**src/verilog/dcache_cfg.svh**
```systemverilog
`ifndef DCACHE_CFG_SVH
`define DCACHE_CFG_SVH

// cpu side word and address
`define DC_WORD_W 16
`define DC_ADDR_W 16 // word addressed, not byte addressed

// line geometry
`define DC_WORDS_PER_LINE 4
`define DC_SETS 32 // sets per way

// field widths of a word address
`define DC_OFFSET_W $clog2(`DC_WORDS_PER_LINE)
`define DC_INDEX_W $clog2(`DC_SETS)
`define DC_TAG_W (`DC_ADDR_W - `DC_INDEX_W - `DC_OFFSET_W)

// main memory model
`define DC_MEM_LATENCY 4 // busy cycles per request, 2 or more

`endif

```
**src/verilog/sync_ram.sv**
```systemverilog
`timescale 1ns/100ps
`default_nettype none

`include "dcache_cfg.svh"

module sync_ram #(
	parameter type t_entry = logic,
	parameter int DEPTH = `DC_SETS
) (
	input  wire logic                     clk,
	input  wire logic                     rst,
	input  wire logic [$clog2(DEPTH)-1:0] i_index,
	input  wire logic                     i_we,
	input  wire t_entry                   i_wdata,
	output t_entry                        o_rdata
);

	t_entry mem [DEPTH];

	// whole array clears in the reset cycle, so lines come up invalid and lru zero
	always_ff @(posedge clk) begin
		if (rst) begin
			for (int i = 0; i < DEPTH; i++) begin
				mem[i] <= '0;
			end
		end else if (i_we) begin
			mem[i_index] <= i_wdata;
		end
	end

	// read returns the old entry when the same index is written
	always_ff @(posedge clk) begin
		o_rdata <= mem[i_index];
	end

	a_index_known : assert property (
		@(posedge clk) disable iff (rst)
		i_we |-> !$isunknown(i_index)
	) else $error("sync_ram: write with unknown index");

endmodule

`default_nettype wire

```
**config.mk**
```make
export PLATFORM = sky130hd
export DESIGN_NAME = sync_ram
export DESIGN_NICKNAME = d
export VERILOG_FILES = /design/src/verilog/sync_ram.sv
export VERILOG_INCLUDE_DIRS = /design/src /design/src/verilog
export SDC_FILE = /design/constraint.sdc
export NUM_CORES = 1
export LEC_CHECK = 0
export BUFFER_PORTS_ARGS = -buffer_cell sky130_fd_sc_hd__buf_2
export CAP_MARGIN = 5
export CELL_PAD_IN_SITES_DETAIL_PLACEMENT = 1
export CELL_PAD_IN_SITES_GLOBAL_PLACEMENT = 2
export CORE_MARGIN = 2
export CORE_UTILIZATION = 41
export DETAILED_ROUTE_END_ITERATION = 16
export PLACE_DENSITY = 0.82
export SLEW_MARGIN = 20
export SYNTH_ARGS = -nofsm -noshare
export SYNTH_HDL_FRONTEND = slang
export SYNTH_SLANG_ARGS = --single-unit
```
**constraint.sdc**
```tcl
create_clock -name clk -period 1.44 [get_ports clk]
set_clock_uncertainty 0.05 [all_clocks]
set_input_delay 0.072 -clock clk [delete_from_list [all_inputs] [get_ports clk]]
set_output_delay 0.072 -clock clk [all_outputs]
set_load 0.03 [all_outputs]
```
* After elaboration in Yosys (flattened, before gate mapping) *
Memory sizes are Yosys's and may differ from the RTL's. A register that Yosys moved wholly into a read port is not among the register bits.
Index checks and enable logic that the tools add are counted.

word-level totals
  register bits = 0
  memory bits (writable) = 32
  input port bits = 9
  output and inout bits = 1
  word-level logic and storage cells = 10
  memories = 1

memory list
  memory  depth  width  read ports  clocked after memory_dff  write ports  line            source
  mem     32     1      1           1                         32           sync_ram.sv:18  t_entry mem [DEPTH];

operators by class
  mux-type cells = 8
  reductions and logical operators = 1

operator list
  cell                count
  2-to-1 mux 1 bit    7
  2-to-1 mux 5 bit    1
  OR reduction 1 bit  1

* Logic depth before layout (Yosys ltp) *
Gate-level depths: netlist (run 1).

  depth in word-level cells = 5
  gate-level depth with buffers = 6
  gate-level depth less buffers = 4

* Worst setup path before layout (run 1) *
OpenSTA, ideal clock, no wires.

  path type = input -> register
  start = input i_index[0]
  end = memory mem[17] (netlist bit) (enable)
  setup time = 0.291 ns
  arrival time = 0.907 ns
  path slack = 0.192 ns
  stages = 4
  path buffers = 1
  cells stage by stage = buf_4 -> inv_2 -> nor4b_4 -> a21o_1

RTL lines
  item             line            source
  start, declared  sync_ram.sv:12  input wire logic [$clog2(DEPTH)-1:0] i_index,
  end, declared    sync_ram.sv:18

==> results of run 1 <==
cells in the mapped netlist, drive strengths merged:
library cell	n
or2	1
edfxtp	32
o211ai	1
nor3	3
nor2	33
nand2	5
nand4b	1
or3	1
buf	6
a21o	25
mux2i	8
inv	2
nor4b	2
a22oi	2
and3	1
nor4bb	1
or3b	3
o21bai	7
nand3	1
o22ai	4
dfxtp	1
mux4	4
nand3b	2
clkbuf	8
and3b	2
nor3b	3
layout make-up:
type | instances | share of cell area [%]
clock inverter | 1 | 0.177
clock buffer | 6 | 3.42
timing repair buffer | 26 | 8.72
inverter | 2 | 0.354
multi-input combinational | 110 | 38.1
tap | 52 | 3.06
sequential | 33 | 46.2
power by group:
group / internal [mW] / total (mW) / switching, mW
Combinational: 0.121 / 0.280 / 0.158
Sequential: 1.10 / 1.12 / 0.0169
Clock: 0.326 / 0.672 / 0.346
Total: 1.55 / 2.07 / 0.521
state kept, by name, summed over array words and instances (netlist names):
signal	flops
mem	32
o_rdata	1
tightest hold or removal path: stages:
cell,delay (ps)
buf_2,130
nand2_2,160
nor2_1,120
timing repair:
action                                 4_1_cts  5_1_grt
endpoints found under the hold margin        0        0
gates resized for setup                      1        1
setup endpoints to repair                    1        1
pin swaps                                    0        1
metrics by stage:
stage,worst slack (ps),cells,util [%],total power [mW],hold WS [ps]
finish,50.3,230,48.8,2.07,264
global route,14.3,230,48.8,2.15,279
CTS,19.8,230,48.6,2.08,253
detailed placement,-41.6,223,46.8,1.42,469
global placement,12.3,223,46.8,1.41,462
floorplan,192,159,-,1.32,287
per-layer routing:
| metal | up-vias | track usage (%) | wire (um) |
|---|---|---|---|
| met5 | - | 0 | 0 |
| met4 | 0 | 7.55 | 121 |
| met3 | 10 | 5.20 | 189 |
| met2 | 30 | 35.6 | 2460 |
| met1 | 689 | 26.8 | 2100 |
| li1 | 623 | - | - |
cells by family (layout without fill, tap and decap cells):
| kind of cell | Yosys count | after routing | share of synthesized area, % |
|---|---|---|---|
| and+or+nand+nor | 59 | 59 | 18.4 |
| AOI/OAI and AO/OA | 39 | 39 | 15.5 |
| DFF | 33 | 33 | 52.9 |
| buffers and inverters | 16 | 35 | 4.05 |
| muxes | 12 | 12 | 9.18 |
path summary, 6_finish.rpt:
path | startpoint | to | slack (ps) | cells past startpoint
setup reg to reg | mem[26] | o_rdata | 50 | 3
hold / removal | i_wdata | mem[24] | 260 | 3
setup / recovery | mem[26] | o_rdata | 50 | 3
hold reg to reg | mem[22] | o_rdata | 710 | 3
==> out/metrics.yaml, run 1 <==
cts.sinks: 33
initial_utilization_pct: 42.6
period_needed_ps: 1390
cts_setup_buffers: 0
place.gp.congestion: 0.802
max_freq_mhz: 720
hold_buffers: 0
placed_area_um2: 2040
cts_tree: "built"
synthesis.area_um2: 1850
clock_latency_ps: 290
synth_area_per_cell_um2: 11.7
yosysWarnings: 0
grt_max_degree: 21
avgViaCountPerCell: 5.88
area.sequential_um2: 981
grt_overflow: 0
cts.clk_slew.worst_paths_ps: 70
ys_seq_elements: 33
most-common-layout-cells: "nor2_1 (33), edfxtp_1 (32), a21o_1 (25)"
p_leak_nw: 0.863
worst_slew_pin_slew_ps: 420
grt_use_total_pct: 21.2
clockRootBuffer: "clkbuf_8"
final_common_cell: "nor2_1"
worst_setup_path_end_kind: "flop"
final_cell_area_um2: 2120
synth-seq-area-share_pct: 52.9
hold_class: "in -> reg"
synth_top_area_cell: "edfxtp_1"
criticalPathCategory: "reg -> reg"
drtIter0Drc: 92
area_growth_syn_to_layout_pct: 14.5
num_io_pins: 10
portBuffers: 9
slew_viol_final: 0
peakVddDrop_mv: 0.603
synthDistinctLibCells: 29
finalWirelength_mm: 4.87
layout-drive-gt1-share_pct: 24.7
hold_viol: 0
dp.final_hpwl_mm: 3.50
die_area_um2: 5080
numCtsBuffers: 5
critPathTopFamily: "multiplexers"
arrival_ps: 1500
grt_pass1_wl_mm: 7.88
syn_inst: 159
p_per_area_nw_per_um2: 977
rsz0062_at_grt: "false"
rows: 24
core_area_um2: 4350
crit_slowest_cell: "mux4_2"
ant_nets: 0
finalSetupTns_ps: 0
antenna_found_initial: 0
finalSetupViolations: 0
vias: 1352
synth_area_leaders: "edfxtp_1 (52%), a21o_1 (10%), nor2_1 (6.7%)"
multi_input_area_um2: 808
syn-num-nets: 168
firstDrtPassIters: 4
num-fill-cells: 445
cp_cell_sequence: "mux4_2 > a22oi_2 > o211ai_1"
crit_path_max_incr_delay_ps: 490
clk_path_buf_depth: 2
drt_drc_violations_left: 0
slew_headroom_pct: 71.9
cp.required_ps: 1550
outcome: "finished, final reports clean"
die_h_um: 71.3
avgRoutedWirePerCell_um: 21.2
cap_violations: 0
cp.buffers_inverters: 0
fp.dieW_um: 71.3
cp_max_fo: 1
diodes: 0
start_kind: "flop"
yosysTopAreaCellShare_pct: 51.8
first_global_vias: 1446
nNetsFinal: 187
h-tree-depth: 2
fin_crit_sh_pct: 96.5
Power figures use the tool's default switching activity.
==> run 2: changes to the inputs <==
- SETUP_SLACK_MARGIN: not set -> 0.1
==> run 2 against run 1 <==
- setup slack better by 5.0 ps
- sequential cell count unchanged
- die area unchanged
- cell count unchanged
- hold slack better by 0.71 ps
- non-clock buffer count unchanged
- power up 0.15%
- core utilization unchanged
- clock power about the same
- first-iteration DRC count down 14%
==> out/metrics.yaml, run 2 (same netlist as run 1, synthesis figures left out) <==
outcome: "finished, final reports clean"
drt_drc_violations_left: 0  # unchanged
h-tree-depth: 2  # unchanged
core_area_um2: 4350  # unchanged
final_cell_area_um2: 2120  # unchanged
cts_setup_buffers: 0  # unchanged
grt_use_total_pct: 21.2  # unchanged
dp.final_hpwl_mm: 3.50  # unchanged
slew_viol_final: 0  # unchanged
firstDrtPassIters: 4  # unchanged
portBuffers: 9  # unchanged
first_global_vias: 1446  # unchanged
p_seq_share_pct: 54.0  # about the same
die_area_um2: 5080  # unchanged
p_int_mw: 1.55  # about the same
area_growth_syn_to_layout_pct: 14.5  # unchanged
grt_pass1_wl_mm: 7.88  # unchanged
rows: 24  # unchanged
vias: 1357  # +0.37%
cp_max_fo: 1  # unchanged
top_regs: "mem (32), o_rdata (1)"
arrival_ps: 1490  # about the same
num_io_pins: 10  # unchanged
worst_setup_path_end_kind: "flop"
p_leak_nw: 0.863  # about the same
cp.required_ps: 1550  # about the same
layout-drive-gt1-share_pct: 24.7  # unchanged
hold_viol: 0  # unchanged
cap_violations: 0  # unchanged
worst_slew_pin_slew_ps: 419  # -0.438 ps
nNetsFinal: 187  # unchanged
reg2reg_slack_ps: 60  # about the same
largest_register: "mem"
clock_latency_ps: 290  # about the same
clk_path_buf_depth: 2  # unchanged
antenna_found_initial: 0  # unchanged
swShare_pct: 25.3  # +0.10 points
cts.clk_slew.worst_paths_ps: 70  # about the same
grt_overflow: 0  # unchanged
period_needed_ps: 1380  # -4.99 ps
most-common-layout-cells: "nor2_1 (33), edfxtp_1 (32), a21o_1 (25)"
fin_crit_sh_pct: 96.2  # -0.35 points
cts.sinks: 33  # unchanged
peakVddDrop_mv: 0.602  # -0.17%
place.gp.congestion: 0.802  # unchanged
whs_ps: 265  # +0.711 ps
hold_buffers: 0  # unchanged
switchingPower_mw: 0.524  # +0.55%
finalSetupViolations: 0  # unchanged
p_per_area_nw_per_um2: 978  # +0.15%
power_mw: 2.08  # +0.15%
placed_area_um2: 2040  # unchanged
diodes: 0  # unchanged
num-fill-cells: 445  # unchanged
rsz0062_at_grt: "true"
grt_max_degree: 21  # unchanged
p_clk_share_pct: 32.5  # about the same
drtIter0Drc: 79  # -14%
numCtsBuffers: 5  # unchanged
initial_utilization_pct: 42.6  # unchanged
die_h_um: 71.3  # unchanged
final_common_cell: "nor2_1"
largest_register_ffs: 32  # unchanged
ant_nets: 0  # unchanged
max_freq_mhz: 722  # +0.36%
area.sequential_um2: 981  # unchanged
cts_tree: "built"
finalWirelength_mm: 4.85  # -0.29%
slew_headroom_pct: 72.0  # about the same
start_kind: "flop"
avgViaCountPerCell: 5.90  # +0.37%
multi_input_area_um2: 808  # unchanged
hold_class: "in -> reg"
fp.dieW_um: 71.3  # unchanged
criticalPathCategory: "reg -> reg"
comb_power_share_pct: 13.5  # about the same
avgRoutedWirePerCell_um: 21.1  # -0.29%
clockRootBuffer: "clkbuf_8"
run 2: critical path, stage by stage, from the launching register on:
cell,delay [ps]
edfxtp_1,390
mux4_2,490
a22oi_2,200
o211ai_1,120
run 2: final timing paths:
kind                            cells after the start     from       to
worst max-delay path                                3  mem[26]  o_rdata
worst min-delay path                                3  i_wdata  mem[24]
worst max register to register                      3  mem[26]  o_rdata
worst min register to register                      3   mem[3]  o_rdata
run 2: through the flow:
step           utilization [%]  TNS [ps]  setup slack [ps]  instances
5_1_grt                   48.8         0              16.2        230
4_1_cts                   48.8         0              59.3        230
3_5_place_dp              46.8     -41.6             -41.6        223
2_1_floorplan                -         0               192        159
6_report                  48.8         0              55.3        230
3_3_place_gp              46.8         0              12.3        223
run 2: layout make-up:
class	count	area share [%]
multi-input combinational	110	38.1
clock buffer	6	3.42
sequential	33	46.2
timing repair buffer	26	8.72
clock inverter	1	0.177
tap	52	3.06
inverter	2	0.354
run 2: power groups by stage:
stage	sequential (mW)	clock, mW	combinational (mW)
after floorplan	1.14	0	0.176
after global placement	1.14	0	0.265
after detailed placement	1.14	0	0.274
after CTS	1.12	0.675	0.280
after global routing	1.13	0.719	0.303
final	1.12	0.675	0.280
run 2: metal layers:
metal | global-route usage (%) | wire [um] | share of wire (%)
met4 | 7.55 | 121 | 2.5
met2 | 35.6 | 2480 | 51
met3 | 5.20 | 160 | 3.3
met1 | 26.8 | 2090 | 43
met5 | 0 | 0 | 0
run 2: repair_timing:
item                       in CTS  in global routing
resized for setup               2                  0
pin swaps                       3                  0
setup endpoints to repair       1                  1
