==> config.mk <==
export PLATFORM = sky130hd
export DESIGN_NAME = cache_ctrl
export DESIGN_NICKNAME = d
export VERILOG_FILES = /design/src/verilog/dcache_pkg.sv /design/src/verilog/cache_ctrl.sv
export VERILOG_INCLUDE_DIRS = /design/src /design/src/verilog
export SDC_FILE = /design/constraint.sdc
export NUM_CORES = 1
export LEC_CHECK = 0
export ABC_AREA = 1
export BUFFER_PORTS_ARGS = -buffer_cell sky130_fd_sc_hd__buf_2
export CAP_MARGIN = 20
export CELL_PAD_IN_SITES_DETAIL_PLACEMENT = 0
export CELL_PAD_IN_SITES_GLOBAL_PLACEMENT = 2
export CORE_ASPECT_RATIO = 2
export CORE_MARGIN = 1
export CORE_UTILIZATION = 23
export DETAILED_ROUTE_END_ITERATION = 10
export PLACE_DENSITY = 0.83
export SLEW_MARGIN = 20
export SYNTH_ARGS = -nofsm -noshare
export SYNTH_HDL_FRONTEND = slang
export SYNTH_SLANG_ARGS = --single-unit
==> constraint.sdc <==
create_clock -name clk -period 7.2 [get_ports clk]
set_clock_uncertainty 0.15 [all_clocks]
set_input_delay 1.08 -clock clk [delete_from_list [all_inputs] [get_ports clk]]
set_output_delay 1.08 -clock clk [all_outputs]
set_load 0.02 [all_outputs]
==> src/verilog/dcache_cfg.svh <==
`ifndef DCACHE_CFG_SVH
`define DCACHE_CFG_SVH

// cpu side word and address
`define DC_WORD_W 16
`define DC_ADDR_W 16 // word addressed, not byte addressed

// line geometry
`define DC_WORDS_PER_LINE 4
`define DC_SETS 32 // sets per way

// field widths of a word address
`define DC_OFFSET_W $clog2(`DC_WORDS_PER_LINE)
`define DC_INDEX_W $clog2(`DC_SETS)
`define DC_TAG_W (`DC_ADDR_W - `DC_INDEX_W - `DC_OFFSET_W)

// main memory model
`define DC_MEM_LATENCY 4 // busy cycles per request, 2 or more

`endif

==> src/verilog/dcache_pkg.sv <==
`default_nettype none

`include "dcache_cfg.svh"

package dcache_pkg;

	typedef logic [`DC_WORD_W-1:0] word_t;

	// word address as seen by the cache
	typedef struct packed {
		logic [`DC_TAG_W-1:0] tag;
		logic [`DC_INDEX_W-1:0] index;
		logic [`DC_OFFSET_W-1:0] offset; // word within the line
	} addr_t;

	typedef struct packed {
		logic [`DC_TAG_W-1:0] tag;
		logic [`DC_INDEX_W-1:0] index;
	} line_addr_t;

	// word 0 sits in the low bits
	typedef logic [`DC_WORDS_PER_LINE-1:0][`DC_WORD_W-1:0] line_data_t;

	typedef struct packed {
		logic valid;
		logic dirty;
		logic [`DC_TAG_W-1:0] tag;
		line_data_t data;
	} way_entry_t;

	typedef struct packed {
		logic we; // 1 = write, 0 = read
		addr_t addr;
		word_t wdata;
	} cpu_req_t;

	typedef struct packed {
		logic hit; // line was present at lookup
		word_t rdata;
	} cpu_rsp_t;

	typedef struct packed {
		logic we;
		line_addr_t addr;
		line_data_t data; // only used on writes
	} mem_req_t;

	typedef struct packed {
		line_data_t data;
	} mem_rsp_t;

endpackage

`default_nettype wire

==> src/verilog/cache_ctrl.sv <==
`timescale 1ns/100ps
`default_nettype none

`include "dcache_cfg.svh"

module cache_ctrl import dcache_pkg::*; (
	input  wire logic                   clk,
	input  wire logic                   rst,
	input  wire logic                   i_req_valid,
	input  wire cpu_req_t               i_req,
	output logic                        o_req_ready,
	output logic                        o_rsp_valid,
	output cpu_rsp_t                    o_rsp,
	input  wire logic                   i_rsp_ready,
	output logic [`DC_INDEX_W-1:0]      o_way_index,
	output logic                        o_way0_we,
	output logic                        o_way1_we,
	output way_entry_t                  o_way_wdata,
	input  wire way_entry_t             i_way0_rdata,
	input  wire way_entry_t             i_way1_rdata,
	output logic                        o_lru_we,
	output logic                        o_lru_wdata,
	input  wire logic                   i_lru_rdata,
	output logic                        o_mem_req_valid,
	output mem_req_t                    o_mem_req,
	input  wire logic                   i_mem_req_ready,
	input  wire logic                   i_mem_rsp_valid,
	input  wire mem_rsp_t               i_mem_rsp
);

	typedef enum logic [2:0] {
		ST_IDLE,
		ST_LOOKUP,  // tags of both ways are on the ram outputs
		ST_EVICT,   // dirty victim goes back to memory
		ST_FETCH,
		ST_FILL,
		ST_RESPOND
	} state_t;

	state_t state;
	cpu_req_t req_q;
	cpu_rsp_t rsp_q;
	logic victim_q;     // way being replaced on a miss
	logic mem_sent_q;   // memory took the request and its pulse is awaited
	line_data_t fill_q; // line returned by the fetch

	logic hit0;
	logic hit1;
	logic hit;
	logic hit_way;
	logic victim_way;
	logic victim_sel;
	way_entry_t hit_entry;
	way_entry_t victim_entry;
	line_data_t base_line;
	line_data_t new_line;
	word_t rsp_word;

	// put one word into a line at the given offset
	function automatic line_data_t merge_word(
		input line_data_t line,
		input logic [`DC_OFFSET_W-1:0] offset,
		input word_t wdata
	);
		line_data_t merged;
		merged = line;
		merged[offset] = wdata;
		return merged;
	endfunction

	// arrays are read with the incoming index while idle, then held on the stored one
	assign o_way_index = (state == ST_IDLE) ? i_req.addr.index : req_q.addr.index;

	assign hit0 = i_way0_rdata.valid && (i_way0_rdata.tag == req_q.addr.tag);
	assign hit1 = i_way1_rdata.valid && (i_way1_rdata.tag == req_q.addr.tag);
	assign hit = hit0 || hit1;
	assign hit_way = !hit0;
	assign hit_entry = hit_way ? i_way1_rdata : i_way0_rdata;

	// invalid way 0, then invalid way 1, else the way not used last
	assign victim_way = !i_way0_rdata.valid ? 1'b0 :
		!i_way1_rdata.valid ? 1'b1 : !i_lru_rdata;
	// ways are not written before fill, so their outputs still hold the victim
	assign victim_sel = (state == ST_LOOKUP) ? victim_way : victim_q;
	assign victim_entry = victim_sel ? i_way1_rdata : i_way0_rdata;

	assign base_line = (state == ST_FILL) ? fill_q : hit_entry.data;
	assign new_line = req_q.we ? merge_word(base_line, req_q.addr.offset, req_q.wdata) : base_line;
	assign rsp_word = req_q.we ? req_q.wdata : base_line[req_q.addr.offset];

	assign o_req_ready = (state == ST_IDLE);
	assign o_rsp_valid = (state == ST_RESPOND);
	assign o_rsp = rsp_q;

	always_comb begin
		o_way0_we = 1'b0;
		o_way1_we = 1'b0;
		o_way_wdata.valid = 1'b1;
		o_way_wdata.dirty = req_q.we; // a read fill stays clean
		o_way_wdata.tag = req_q.addr.tag;
		o_way_wdata.data = new_line;
		o_lru_we = (state == ST_LOOKUP);
		o_lru_wdata = hit ? hit_way : victim_way; // way used by this request
		case (state)
			ST_LOOKUP: begin
				if (hit && req_q.we) begin
					o_way0_we = !hit_way;
					o_way1_we = hit_way;
				end
			end
			ST_FILL: begin
				o_way0_we = !victim_q;
				o_way1_we = victim_q;
			end
			default: ;
		endcase
	end

	always_comb begin
		o_mem_req_valid = ((state == ST_EVICT) || (state == ST_FETCH)) && !mem_sent_q;
		o_mem_req.we = (state == ST_EVICT);
		o_mem_req.data = victim_entry.data;
		o_mem_req.addr.index = req_q.addr.index;
		if (state == ST_EVICT) begin
			o_mem_req.addr.tag = victim_entry.tag;
		end else begin
			o_mem_req.addr.tag = req_q.addr.tag;
		end
	end

	always_ff @(posedge clk) begin
		if (rst) begin
			state <= ST_IDLE;
			mem_sent_q <= 1'b0;
		end else begin
			case (state)
				ST_IDLE: begin
					if (i_req_valid) begin
						state <= ST_LOOKUP;
					end
				end
				ST_LOOKUP: begin
					if (hit) begin
						state <= ST_RESPOND;
					end else if (victim_entry.valid && victim_entry.dirty) begin
						state <= ST_EVICT;
					end else begin
						state <= ST_FETCH;
					end
				end
				ST_EVICT, ST_FETCH: begin
					if (o_mem_req_valid && i_mem_req_ready) begin
						mem_sent_q <= 1'b1;
					end
					if (i_mem_rsp_valid) begin
						mem_sent_q <= 1'b0;
						state <= (state == ST_EVICT) ? ST_FETCH : ST_FILL;
					end
				end
				ST_FILL: state <= ST_RESPOND;
				ST_RESPOND: begin
					if (i_rsp_ready) begin
						state <= ST_IDLE;
					end
				end
				default: state <= ST_IDLE;
			endcase
		end
	end

	always_ff @(posedge clk) begin
		if (i_req_valid && o_req_ready) begin
			req_q <= i_req;
		end
		if (state == ST_LOOKUP) begin
			victim_q <= victim_way;
			rsp_q.hit <= hit;
			rsp_q.rdata <= rsp_word; // final on a hit, replaced at fill on a miss
		end
		if ((state == ST_FETCH) && i_mem_rsp_valid) begin
			fill_q <= i_mem_rsp.data;
		end
		if (state == ST_FILL) begin
			rsp_q.rdata <= rsp_word;
		end
	end

	a_rsp_stable : assert property (
		@(posedge clk) disable iff (rst)
		(o_rsp_valid && !i_rsp_ready) |=> (o_rsp_valid && $stable(o_rsp))
	) else $error("cache_ctrl: response changed before it was taken");

endmodule

`default_nettype wire

# --- After elaboration in Yosys (flattened, before gate mapping) ---
# Cells that the tools add are included.
word_totals:
  word_cells: 78
  output_inout_bits: 183
  in_bits: 254
  regBits: 119
classes:
  reduce_logical: 21
  magnitude_cmp: 2
  mux: 31
  eq_ne: 10
op_table:
  columns: ["op", "count"]
  rows:
  - ["$mux W64", 3]
  - ["$mux W16", 5]
  - ["$mux W75", 1]
  - ["$bwmux W64", 1]
  - ["$bmux W16 S2", 1]
  - ["$demux W16 S2", 1]
  - ["$eq A9 B9 Y1", 2]
  - ["$mux W3", 5]
  - ["$pmux W3 S5", 1]
  - ["$logic_and A1 B1 Y1", 9]
  - ["$mux W1", 9]
  - ["$mux W9", 1]
  - ["$eq A3 B2 Y1 const B", 2]
  - ["$eq A3 B3 Y1 const B", 2]
  - ["$mux W5", 1]
  - ["$logic_not A1 Y1", 4]
  - ["$ne A2 B2 Y1 const B", 2]
  - ["$pmux W1 S2", 2]
  - ["$reduce_bool A2 Y1", 2]
  - ["$eq A3 B1 Y1 const B", 1]
  - ["$logic_not A3 Y1", 1]
  - ["$lt A2 B3 Y1 const B", 1]
  - ["$reduce_and A3 Y1", 1]
  - ["$ge A2 B1 Y1 const B", 1]
  - ["other kinds (4)", 5]

# --- Depth between registers and ports, before layout ---
# Gate-level depths: netlist of the first run.
logic_depth:
  depth_word: 9
  mapped_depth: 15
  depth_no_buf: 13

# --- Least setup slack after synthesis of the first run ---
# OpenSTA, ideal clock, no wires.
synth_timing:
  path_kind: "input port to flip-flop"
  from: "input i_mem_rsp_valid"
  to: "register fill_q[0] in the netlist's numbering, enable pin"
  t_arrival_ns: 5.465
  setup_time_ns: 0.565
  t_required_ns: 6.485
  slack_ns: 1.020
  n_path_buf: 0
  path_stages: 2
  cell_sequence: "inv_1 nor3_1"
synth_via:
  elab_chain_len: 1
synth_rtl:
  columns: ["item", "line", "text"]
  rows:
  - ["start, declared", "cache_ctrl.sv:27", "input wire logic i_mem_rsp_valid,"]
  - ["$logic_and A1 B1 Y1", "cache_ctrl.sv:180", "if ((state == ST_FETCH) && i_mem_rsp_valid) begin"]
  - ["end signal, assigned", "cache_ctrl.sv:181", "fill_q <= i_mem_rsp.data;"]
  - ["end, declared", "cache_ctrl.sv:45", "line_data_t fill_q;"]
# No other way between the ends.
# A chain may end at the register's enable or synchronous reset.

==> reports/metrics.yaml, run 1 <==
status:
  outcome: "finished clean"
cts:
  cts.clk_slew.worst_paths_ps: 60
  cts.sinks: 119
  htree_levels: 4
  cts-buffers-inserted: 17
  cts_setup_buffers: 0
  clockBufferDepth: 2
  cts-root-buf: "clkbuf_16"
  cts_resized: 0
  tritoncts: "yes"
  clk_latency_ps: 450
  postCtsHoldBufs: 0
drt:
  final_antenna_net_count: 0
  finalWirelength_mm: 47.3
  vias_per_cell: 4.68
  wl_per_cell_um: 22.5
  drt_iter0_drc: 481
  via_count: 9834
  dr.pass1.iters: 6
  drc: 0
cells_and_area:
  nets: 1878
  multiInputGateArea_mm2: 0.00413
  fillers: 4138
  regArea_mm2: 0.00352
  stdcell_count: 2100
  layout_common_cells: "nand2_1, buf_2, nand3_1"
  drive_above_1_share_pct: 34.0
  final_common_cell: "nand2_1"
  final_core_util_pct: 31.7
  final_area_mm2: 0.0116
  syn_to_final_growth_pct: 36.1
pwr:
  p_switching_mw: 1.74
  seqPwrFrac_pct: 26.3
  p_clk_share_pct: 25.3
  pwr-share-comb_pct: 48.4
  swShare_pct: 47.2
  vdd_ir_drop_max_mv: 0.208
  p_per_area_mw_per_mm2: 320
  finalPower_mw: 3.69
  p_leak_nw: 5.99
  internal-power_mw: 1.95
synthesis:
  synth_cell_types: 29
  synth_edf_count: 114
  yosys.area_share.xor_xnor_pct: 0.206
  syn_area_per_cell_um2: 6.82
  synth_top_family_by_area: "simple AND/OR/NAND/NOR gates"
  synthSimpleGateAreaFrac_pct: 40.9
  ys_seq_elements: 119
  yosysSeqAreaShare_pct: 41.5
  ys.flop_type: "edfxtp_1"
  synthArstFlopShare_pct: 0
  syn_inst: 1244
  synth_mux_area_share_pct: 0
  yosys_warnings: 0
  synth_compound_area_share_pct: 7.19
  synth_nets: 1498
  synth_area_mm2: 0.00849
  synthAdderAreaFrac_pct: 0
floorplanning:
  fp-row-count: 99
  die_y_um: 274
  start_util_pct: 23.3
  fp.dieArea_mm2: 0.0377
  core_region_area_mm2: 0.0364
  ioPinCount: 437
  die_w_um: 138
worst_setup_path:
  cp-start-kind: "primary input"
  crit_end: "o_way_wdata[16]"
  r2r_slack_ps: 3910
  rr_startpoint: "o_way_wdata[66]$_DFFE_PP_"
  crit_path_start: "i_way0_rdata[66]"
  cp.arrival_ps: 3700
  crit_required_ps: 5970
  crit_path_max_fanout: 36
  worstSetupPathType: "primary input to output port"
  ff2ff_path_depth: 13
  end_kind: "output port"
  worstReg2RegEnd: "o_rsp[13]$_DFFE_PP_"
global_routing:
  grt_use_total_pct: 25.0
  grt_overflow: 0
  grt_pass1_wl_mm: 64.1
  grt_pass1_vias: 9501
  antenna_found_initial: 14
  grt_max_degree: 83
sta:
  hold_ws_ps: 325
  rsz0062_at_grt: "false"
  final.setup.tns_ps: 0
  worst_pin_slew_ps: 1070
  finalSetupViolCount: 0
  finalHoldViolations: 0
  relSlewSlack_pct: 28.9
  period_minus_slack_ps: 4930
  post-route-period-util_pct: 68.5
  fmax_mhz: 203
  maxSlewViolCount: 0
  fin_ws_ps: 2270
placement:
  portBuffers: 435
  dp_slack_ps: 2280
  place_congestion: 0.916
  dpl.hpwl_mm: 38.5
  place_inst: 2058
  place_area_mm2: 0.0109
min_path:
  hold_path_class: "flop to flop"
run:
  maxCapViolCount: 0
[routing by layer]
layer	share of wire, %	global-route usage, %
met5	0.082	0
met4	6.4	16.3
met3	5.6	4.72
met2	54	46.9
met1	34	24.0
[sequential cells by signal, summed over array words and instances, names as in the netlist]
name	count
o_rsp	17
victim_q	1
req_q	18
state	3
o_mem_req	5
o_way_wdata	10
fill_q	64
mem_sent_q	1
[cell usage after synthesis, types with 5 or more instances]
library cell | count | area (um2)
a21oi_1 | 21 | 105
buf_1 | 7 | 26.3
buf_2 | 28 | 140
buf_4 | 23 | 173
clkbuf_1 | 27 | 101
dfxtp_1 | 5 | 100
edfxtp_1 | 114 | 3420
inv_1 | 102 | 383
inv_2 | 5 | 18.8
nand2_1 | 462 | 1730
nand3_1 | 199 | 996
nor2_1 | 73 | 274
o21ai_0 | 83 | 415
o21ai_1 | 8 | 40.0
or2_2 | 66 | 413
[final cells by class]
type	instances	share of cell area, %
inverter	109	3.57
multi-input combinational	930	35.7
sequential	119	30.5
clock inverter	15	1.67
tap	454	4.92
timing repair buffer	447	19.8
antenna	9	0.195
clock buffer	17	3.68
[worst min path at each step]
stage,startpoint,end,slack [ps],cells past startpoint
after global placement,mem_sent_q$_SDFFE_PP0P_,mem_sent_q$_SDFFE_PP0P_,310,2
after CTS,mem_sent_q$_SDFFE_PP0P_,mem_sent_q$_SDFFE_PP0P_,330,2
after detailed placement,mem_sent_q$_SDFFE_PP0P_,mem_sent_q$_SDFFE_PP0P_,320,2
after floorplan,mem_sent_q$_SDFFE_PP0P_,mem_sent_q$_SDFFE_PP0P_,290,2
after global routing,mem_sent_q$_SDFFE_PP0P_,mem_sent_q$_SDFFE_PP0P_,360,2
final,mem_sent_q$_SDFFE_PP0P_,mem_sent_q$_SDFFE_PP0P_,330,2
[critical path: stages]
cell,delay (ps)
buf_2,100
inv_1,60
nand2_1,50
nand2_1,70
nor2_1,100
nand2_1,90
nor2_4,530
buf_4,490
nand3_1,320
nand3_1,210
nand2_1,60
nand2_1,50
o21ai_0,180
inv_1,120
buf_2,170
[cells by family after synthesis]
family | Yosys count
AOI/OAI and AO/OA | 119
xor gates and xnor gates | 2
buffers and inverters | 195
DFF | 119
other | 1
and+or+nand+nor | 808
[power groups by stage]
stage	Clock (mW)	Combinational [mW]	Sequential (mW)
6_report	0.933	1.79	0.973
5_1_grt	0.974	1.95	0.982
4_1_cts	0.951	1.80	0.975
3_5_place_dp	0	1.80	0.989
3_3_place_gp	0	1.79	0.987
2_1_floorplan	0	1.07	0.996
Power figures use the tool's default switching activity.
==> inputs of run 2 (changes only) <==
--- a/config.mk
+++ b/config.mk
@@ -6,14 +6,14 @@
 export SDC_FILE = /design/constraint.sdc
 export NUM_CORES = 1
 export LEC_CHECK = 0
-export ABC_AREA = 1
+export ABC_AREA = 0
 export BUFFER_PORTS_ARGS = -buffer_cell sky130_fd_sc_hd__buf_2
 export CAP_MARGIN = 20
 export CELL_PAD_IN_SITES_DETAIL_PLACEMENT = 0
 export CELL_PAD_IN_SITES_GLOBAL_PLACEMENT = 2
 export CORE_ASPECT_RATIO = 2
 export CORE_MARGIN = 1
-export CORE_UTILIZATION = 23
+export CORE_UTILIZATION = 26
 export DETAILED_ROUTE_END_ITERATION = 10
 export PLACE_DENSITY = 0.83
 export SLEW_MARGIN = 20
==> constraint.sdc (replaced) <==
create_clock -name clk -period 4.9 [get_ports clk]
set_clock_uncertainty 0.15 [all_clocks]
set_input_delay 0.735 -clock clk [delete_from_list [all_inputs] [get_ports clk]]
set_output_delay 0.735 -clock clk [all_outputs]
set_load 0.02 [all_outputs]
==> run 2 against run 1 <==
Core utilization is 3.6 points higher. Synthesized cell count shrank 27%. Sequential cell count unchanged. Via count fell by 11%. Register-to-register slack worse by 2300 ps. Final area increased by 0.29%.
==> reports/metrics.yaml, run 2 <==
worst_setup_path:
  worstSetupPathType: "flop to output port"
  cp_slowest_cell: "or3_2"
  crit_path_max_fanout: 37
  crit_required_ps: 4010
  cp-start-kind: "flop"
  cp.arrival_ps: 3220
  slowest_delay_ps: 870
  end_kind: "output port"
  r2r_slack_ps: 1650
  path_cells: "xnor2_1 -> nand4_1 -> buf_4 -> or3_2 -> a211oi_1 -> o22ai_1 -> buf_2"
min_path:
  hold_path_class: "primary input to flop"
sta:
  final.setup.tns_ps: 0
  finalHoldViolations: 0
  worst_pin_slew_ps: 1120
  maxSlewViolCount: 0
  relSlewSlack_pct: 25.4
  finalSetupViolCount: 0
  fmax_mhz: 243
  period_minus_slack_ps: 4110
  post-route-period-util_pct: 83.8
  rsz0062_at_grt: "false"
cells_and_area:
  drive_above_1_share_pct: 47.2
  syn_to_final_growth_pct: 34.3
  regArea_mm2: 0.00352
  regMostFlops: "fill_q"
  layout_common_cells: "buf_2, nor2_1, edfxtp_1"
  stdcell_count: 1734
  largest_reg_flops: 64
  nets: 1544
  antennaDiodeCount: 0
  final_common_cell: "buf_2"
  fillers: 3435
  multiInputGateArea_mm2: 0.00459
global_routing:
  grt_use_total_pct: 22.7
  grt_pass1_wl_mm: 54.7
  grt_overflow: 0
  antenna_found_initial: 0
  grt_pass1_vias: 8744
  grt_max_degree: 84
pwr:
  p_leak_nw: 4.83
  vdd_ir_drop_max_mv: 0.234
  p_per_area_mw_per_mm2: 365
synthesis:
  yosysMostFrequentCell: "nor2_1"
  ys_seq_elements: 119
  yosysSeqAreaShare_pct: 40.8
  synth_nets: 1164
  synth_cell_types: 44
  synthTopCellsByCount: "nor2_1, edfxtp_1, a21oi_1, nand2_1, mux2_2"
  syn_area_per_cell_um2: 9.48
  ys.flop_type: "edfxtp_1"
  synth_area_mm2: 0.00863
  synth_top_cell_area_share_pct: 39.7
  yosys_warnings: 0
  synth_edf_count: 114
  synthArstFlopShare_pct: 0
  yosysTopAreaCell: "edfxtp_1"
  syn_inst: 910
  synthTopCellsByArea: "edfxtp_1, mux2_2, nor2_1"
cts:
  cts.sinks: 119
  clockBufferDepth: 2
  htree_levels: 4
  cts-root-buf: "clkbuf_16"
  cts_setup_buffers: 0
  clk_latency_ps: 440
  tritoncts: "yes"
  cts.clk_slew.worst_paths_ps: 60
  postCtsHoldBufs: 0
  cts-buffers-inserted: 17
  cts_resized: 0
placement:
  place_inst: 1703
  place_congestion: 0.866
  dpl.hpwl_mm: 30.4
  portBuffers: 435
drt:
  dr.pass1.iters: 5
  finalWirelength_mm: 38.6
  drc: 0
  wl_per_cell_um: 22.2
  final_antenna_net_count: 0
  vias_per_cell: 5.06
  via_count: 8779
  drt_iter0_drc: 483
floorplanning:
  start_util_pct: 26.3
  ioPinCount: 437
  fp-row-count: 94
  die_w_um: 131
  core_region_area_mm2: 0.0328
  die_y_um: 260
  fp.dieArea_mm2: 0.0340
run:
  maxCapViolCount: 0
status:
  outcome: "finished clean"
[run 2: cell types whose count changed after synthesis, sizes merged, moves of 57 or more]
cell | previous run | this run
or2 | 66 | 1
nand2 | 462 | 78
nand3 | 200 | 3
mux2 | 0 | 70
inv | 107 | 22
a21oi | 21 | 78
[run 2: final timing paths]
check,depth (start not counted),startpoint,endpoint
max,7,o_way_wdata[69]$_DFFE_PP_,o_way_wdata[47]
min,1,i_mem_rsp[21],fill_q[21]$_DFFE_PP_
max reg2reg,7,o_way_wdata[69]$_DFFE_PP_,o_rsp[15]$_DFFE_PP_
min reg2reg,1,state[2]$_SDFFE_PP0P_,state[1]$_SDFFE_PP0P_
[run 2: power by group]
part / internal, mW / switching, mW
Clock: 0.686 / 0.488
Sequential: 1.23 / 0.0754
Combinational: 0.667 / 1.08
Total: 2.59 / 1.65
[run 2: layout make-up]
type                    count  area share, %
flip-flops and latches    119           30.4
inverters                  22          0.723
repair buffers            454           20.1
multi-input cells         676           39.6
well taps                 432           4.66
clock inverters            10          0.712
clock buffers              21           3.80
[run 2: per-layer routing]
layer | vias up | wire (um) | track usage, %
li1 | 4173 | - | -
met1 | 4189 | 14500 | 24.1
met2 | 366 | 21300 | 43.1
met3 | 51 | 1700 | 3.87
met4 | 0 | 1020 | 9.07
met5 | - | 0 | 0
[run 2: worst max-delay path, delay by kind of cell, from the launching register on]
kind	cells	cell delay (ps)
buf+inv	2	440
xor+xnor	1	290
simple gates	2	1000
flops	1	450
compound gates	2	580
[run 2: kinds of logic after synthesis]
logic type / after synthesis / share of synthesized area [%]
AND/OR/NAND/NOR: 262 / 13.2
multiplexers: 95 / 12.0
XOR/XNOR: 18 / 1.91
AO/OA/AOI/OAI: 300 / 25.6
flip-flops: 119 / 40.8
other: 1 / 0.0435
buffers and inverters: 115 / 6.41
[run 2: metrics by stage]
step | utilization, % | setup slack (ps) | instance area (um2) | hold slack, ps | total power [mW]
after global routing | 35.3 | 597 | 11600 | 289 | 4.44
after global placement | 33.7 | 770 | 11100 | 321 | 3.08
after CTS | 35.3 | 669 | 11600 | 287 | 4.29
final | 35.3 | 792 | 11600 | 317 | 4.23
after detailed placement | 33.7 | 807 | 11100 | 332 | 3.10
after floorplan | - | 1730 | 8630 | 294 | 2.46
==> inputs of run 3 (changes only) <==
--- a/config.mk
+++ b/config.mk
@@ -6,14 +6,14 @@
 export SDC_FILE = /design/constraint.sdc
 export NUM_CORES = 1
 export LEC_CHECK = 0
-export ABC_AREA = 0
+export ABC_AREA = 1
 export BUFFER_PORTS_ARGS = -buffer_cell sky130_fd_sc_hd__buf_2
 export CAP_MARGIN = 20
 export CELL_PAD_IN_SITES_DETAIL_PLACEMENT = 0
 export CELL_PAD_IN_SITES_GLOBAL_PLACEMENT = 2
 export CORE_ASPECT_RATIO = 2
 export CORE_MARGIN = 1
-export CORE_UTILIZATION = 26
+export CORE_UTILIZATION = 23
 export DETAILED_ROUTE_END_ITERATION = 10
 export PLACE_DENSITY = 0.83
 export SLEW_MARGIN = 20
==> constraint.sdc (replaced) <==
create_clock -name clk -period 3.88 [get_ports clk]
set_clock_uncertainty 0.15 [all_clocks]
set_input_delay 0.582 -clock clk [delete_from_list [all_inputs] [get_ports clk]]
set_output_delay 0.582 -clock clk [all_outputs]
set_load 0.02 [all_outputs]
==> run 3 against run 2 <==
Hold slack got worse by 150 ps. Sequential cell count did not move. Critical path depth rose by 7. Sequential share of layout area fell by 0.25 points. Register-to-register slack got worse by 380 ps. First-iteration DRC count rose by 23%. Sequential power rose by 38%. Cell count rose by 22%. Clock power rose by 38%. Die area rose by 11%. Wire length rose by 26%. Global-route usage rose by 3.1 points. Largest power group unchanged.
==> reports/metrics.yaml, run 3 (same netlist as run 1, synthesis figures left out) <==
global_routing:
  grt_use_total_pct: 25.8
  grt_max_degree: 83
  grt_overflow: 0
  antenna_found_initial: 8
  grt_pass1_vias: 9631
  grt_pass1_wl_mm: 66.5
drt:
  via_count: 9911
  finalWirelength_mm: 48.7
  wl_per_cell_um: 23.1
  dr.pass1.iters: 5
  vias_per_cell: 4.69
  drc: 0
  final_antenna_net_count: 0
  drt_iter0_drc: 594
worst_setup_path:
  worstSetupPathType: "flop to output port"
  crit_required_ps: 3150
  end_kind: "output port"
  cp-start-kind: "flop"
  cp.arrival_ps: 2830
  crit_path_max_fanout: 64
placement:
  portBuffers: 435
  dpl.hpwl_mm: 39.7
  place_congestion: 0.915
  dp_slack_ps: 611
pwr:
  p_clk_share_pct: 23.7
  swShare_pct: 47.3
  vdd_ir_drop_max_mv: 0.329
  p_leak_nw: 6.07
  p_per_area_mw_per_mm2: 582
  internal-power_mw: 3.59
  p_switching_mw: 3.22
  pwr-share-comb_pct: 49.7
  finalPower_mw: 6.81
  seqPwrFrac_pct: 26.6
sta:
  worst_pin_slew_ps: 984
  period_minus_slack_ps: 3560
  rsz0062_at_grt: "false"
  hold_ws_ps: 163
  relSlewSlack_pct: 34.4
  maxSlewViolCount: 0
  finalSetupViolCount: 0
  finalHoldViolations: 0
  post-route-period-util_pct: 91.8
  fin_ws_ps: 317
  fmax_mhz: 281
  final.setup.tns_ps: 0
cells_and_area:
  regMostFlops: "fill_q"
  layout_common_cells: "nand2_1, buf_2, nand3_1"
  nets: 1894
  syn_to_final_growth_pct: 37.7
  drive_above_1_share_pct: 34.6
  final_common_cell: "nand2_1"
  largest_reg_flops: 64
cts:
  clockBufferDepth: 2
  tritoncts: "yes"
  clk_latency_ps: 440
  cts-buffers-inserted: 17
  cts.clk_slew.worst_paths_ps: 60
  cts.sinks: 119
  cts_setup_buffers: 0
  cts_resized: 0
  postCtsHoldBufs: 0
  htree_levels: 4
  cts-root-buf: "clkbuf_16"
run:
  maxCapViolCount: 0
min_path:
  hold_path_class: "primary input to flop"
floorplanning:
  fp.dieArea_mm2: 0.0377
  die_y_um: 274
  start_util_pct: 23.3
  fp-row-count: 99
  ioPinCount: 437
  die_w_um: 138
  core_region_area_mm2: 0.0364
status:
  outcome: "finished clean"
run 3: per-stage QoR:
stage               utilization, %  area [um2]  std cells
floorplan                        -        8490       1244
CTS                           32.1       11700       2107
finish                        32.1       11700       2112
global route                  32.1       11700       2109
global placement              30.5       11100       2075
detailed placement            30.5       11100       2075
run 3: power by group through the flow:
stage / registers (mW) / clock network (mW) / logic (mW)
5_1_grt: 1.83 / 1.69 / 3.67
3_5_place_dp: 1.83 / 0 / 3.40
4_1_cts: 1.81 / 1.65 / 3.41
6_report: 1.81 / 1.61 / 3.39
2_1_floorplan: 1.85 / 0 / 1.99
3_3_place_gp: 1.83 / 0 / 3.41
run 3: cell type report:
class / count / area (um2)
Fill cell: 4109 / 24700
Multi-Input combinational cell: 930 / 4130
Sequential cell: 119 / 3520
Timing Repair Buffer: 463 / 2460
Tap cell: 454 / 568
Clock buffer: 18 / 429
Inverter: 109 / 410
Clock inverter: 14 / 150
Antenna cell: 5 / 12.5
run 3: metal layers:
metal	wire (um)	global-route usage, %	share of wire (%)	up-vias
met5	35	0	0.072	-
met4	3210	16.7	6.6	6
met3	2650	4.06	5.4	84
li1	-	-	-	4810
met2	26700	49.6	55	440
met1	16100	24.5	33	4571
run 3: path summary, 6_finish.rpt:
check	start	end	slack, ps	depth (start not counted)
worst max register to register	state[0]$_SDFFE_PP0P_	o_rsp[1]$_DFFE_PP_	1270	11
worst max-delay path	o_way_wdata[65]$_DFFE_PP_	o_way_wdata[32]	320	14
worst min register to register	mem_sent_q$_SDFFE_PP0P_	mem_sent_q$_SDFFE_PP0P_	320	2
worst min-delay path	i_mem_rsp[22]	fill_q[22]$_DFFE_PP_	160	1
run 3: critical path, cell delays in order (launching register included):
cell,delay [ps]
edfxtp_1,480
inv_1,100
nand2_1,70
nand2_1,60
nor2_1,80
nand2_1,90
nor2_4,100
buf_12,280
nand3_1,300
nand3_1,180
nand2_1,90
nand2_1,60
o21ai_0,200
inv_1,110
buf_2,160
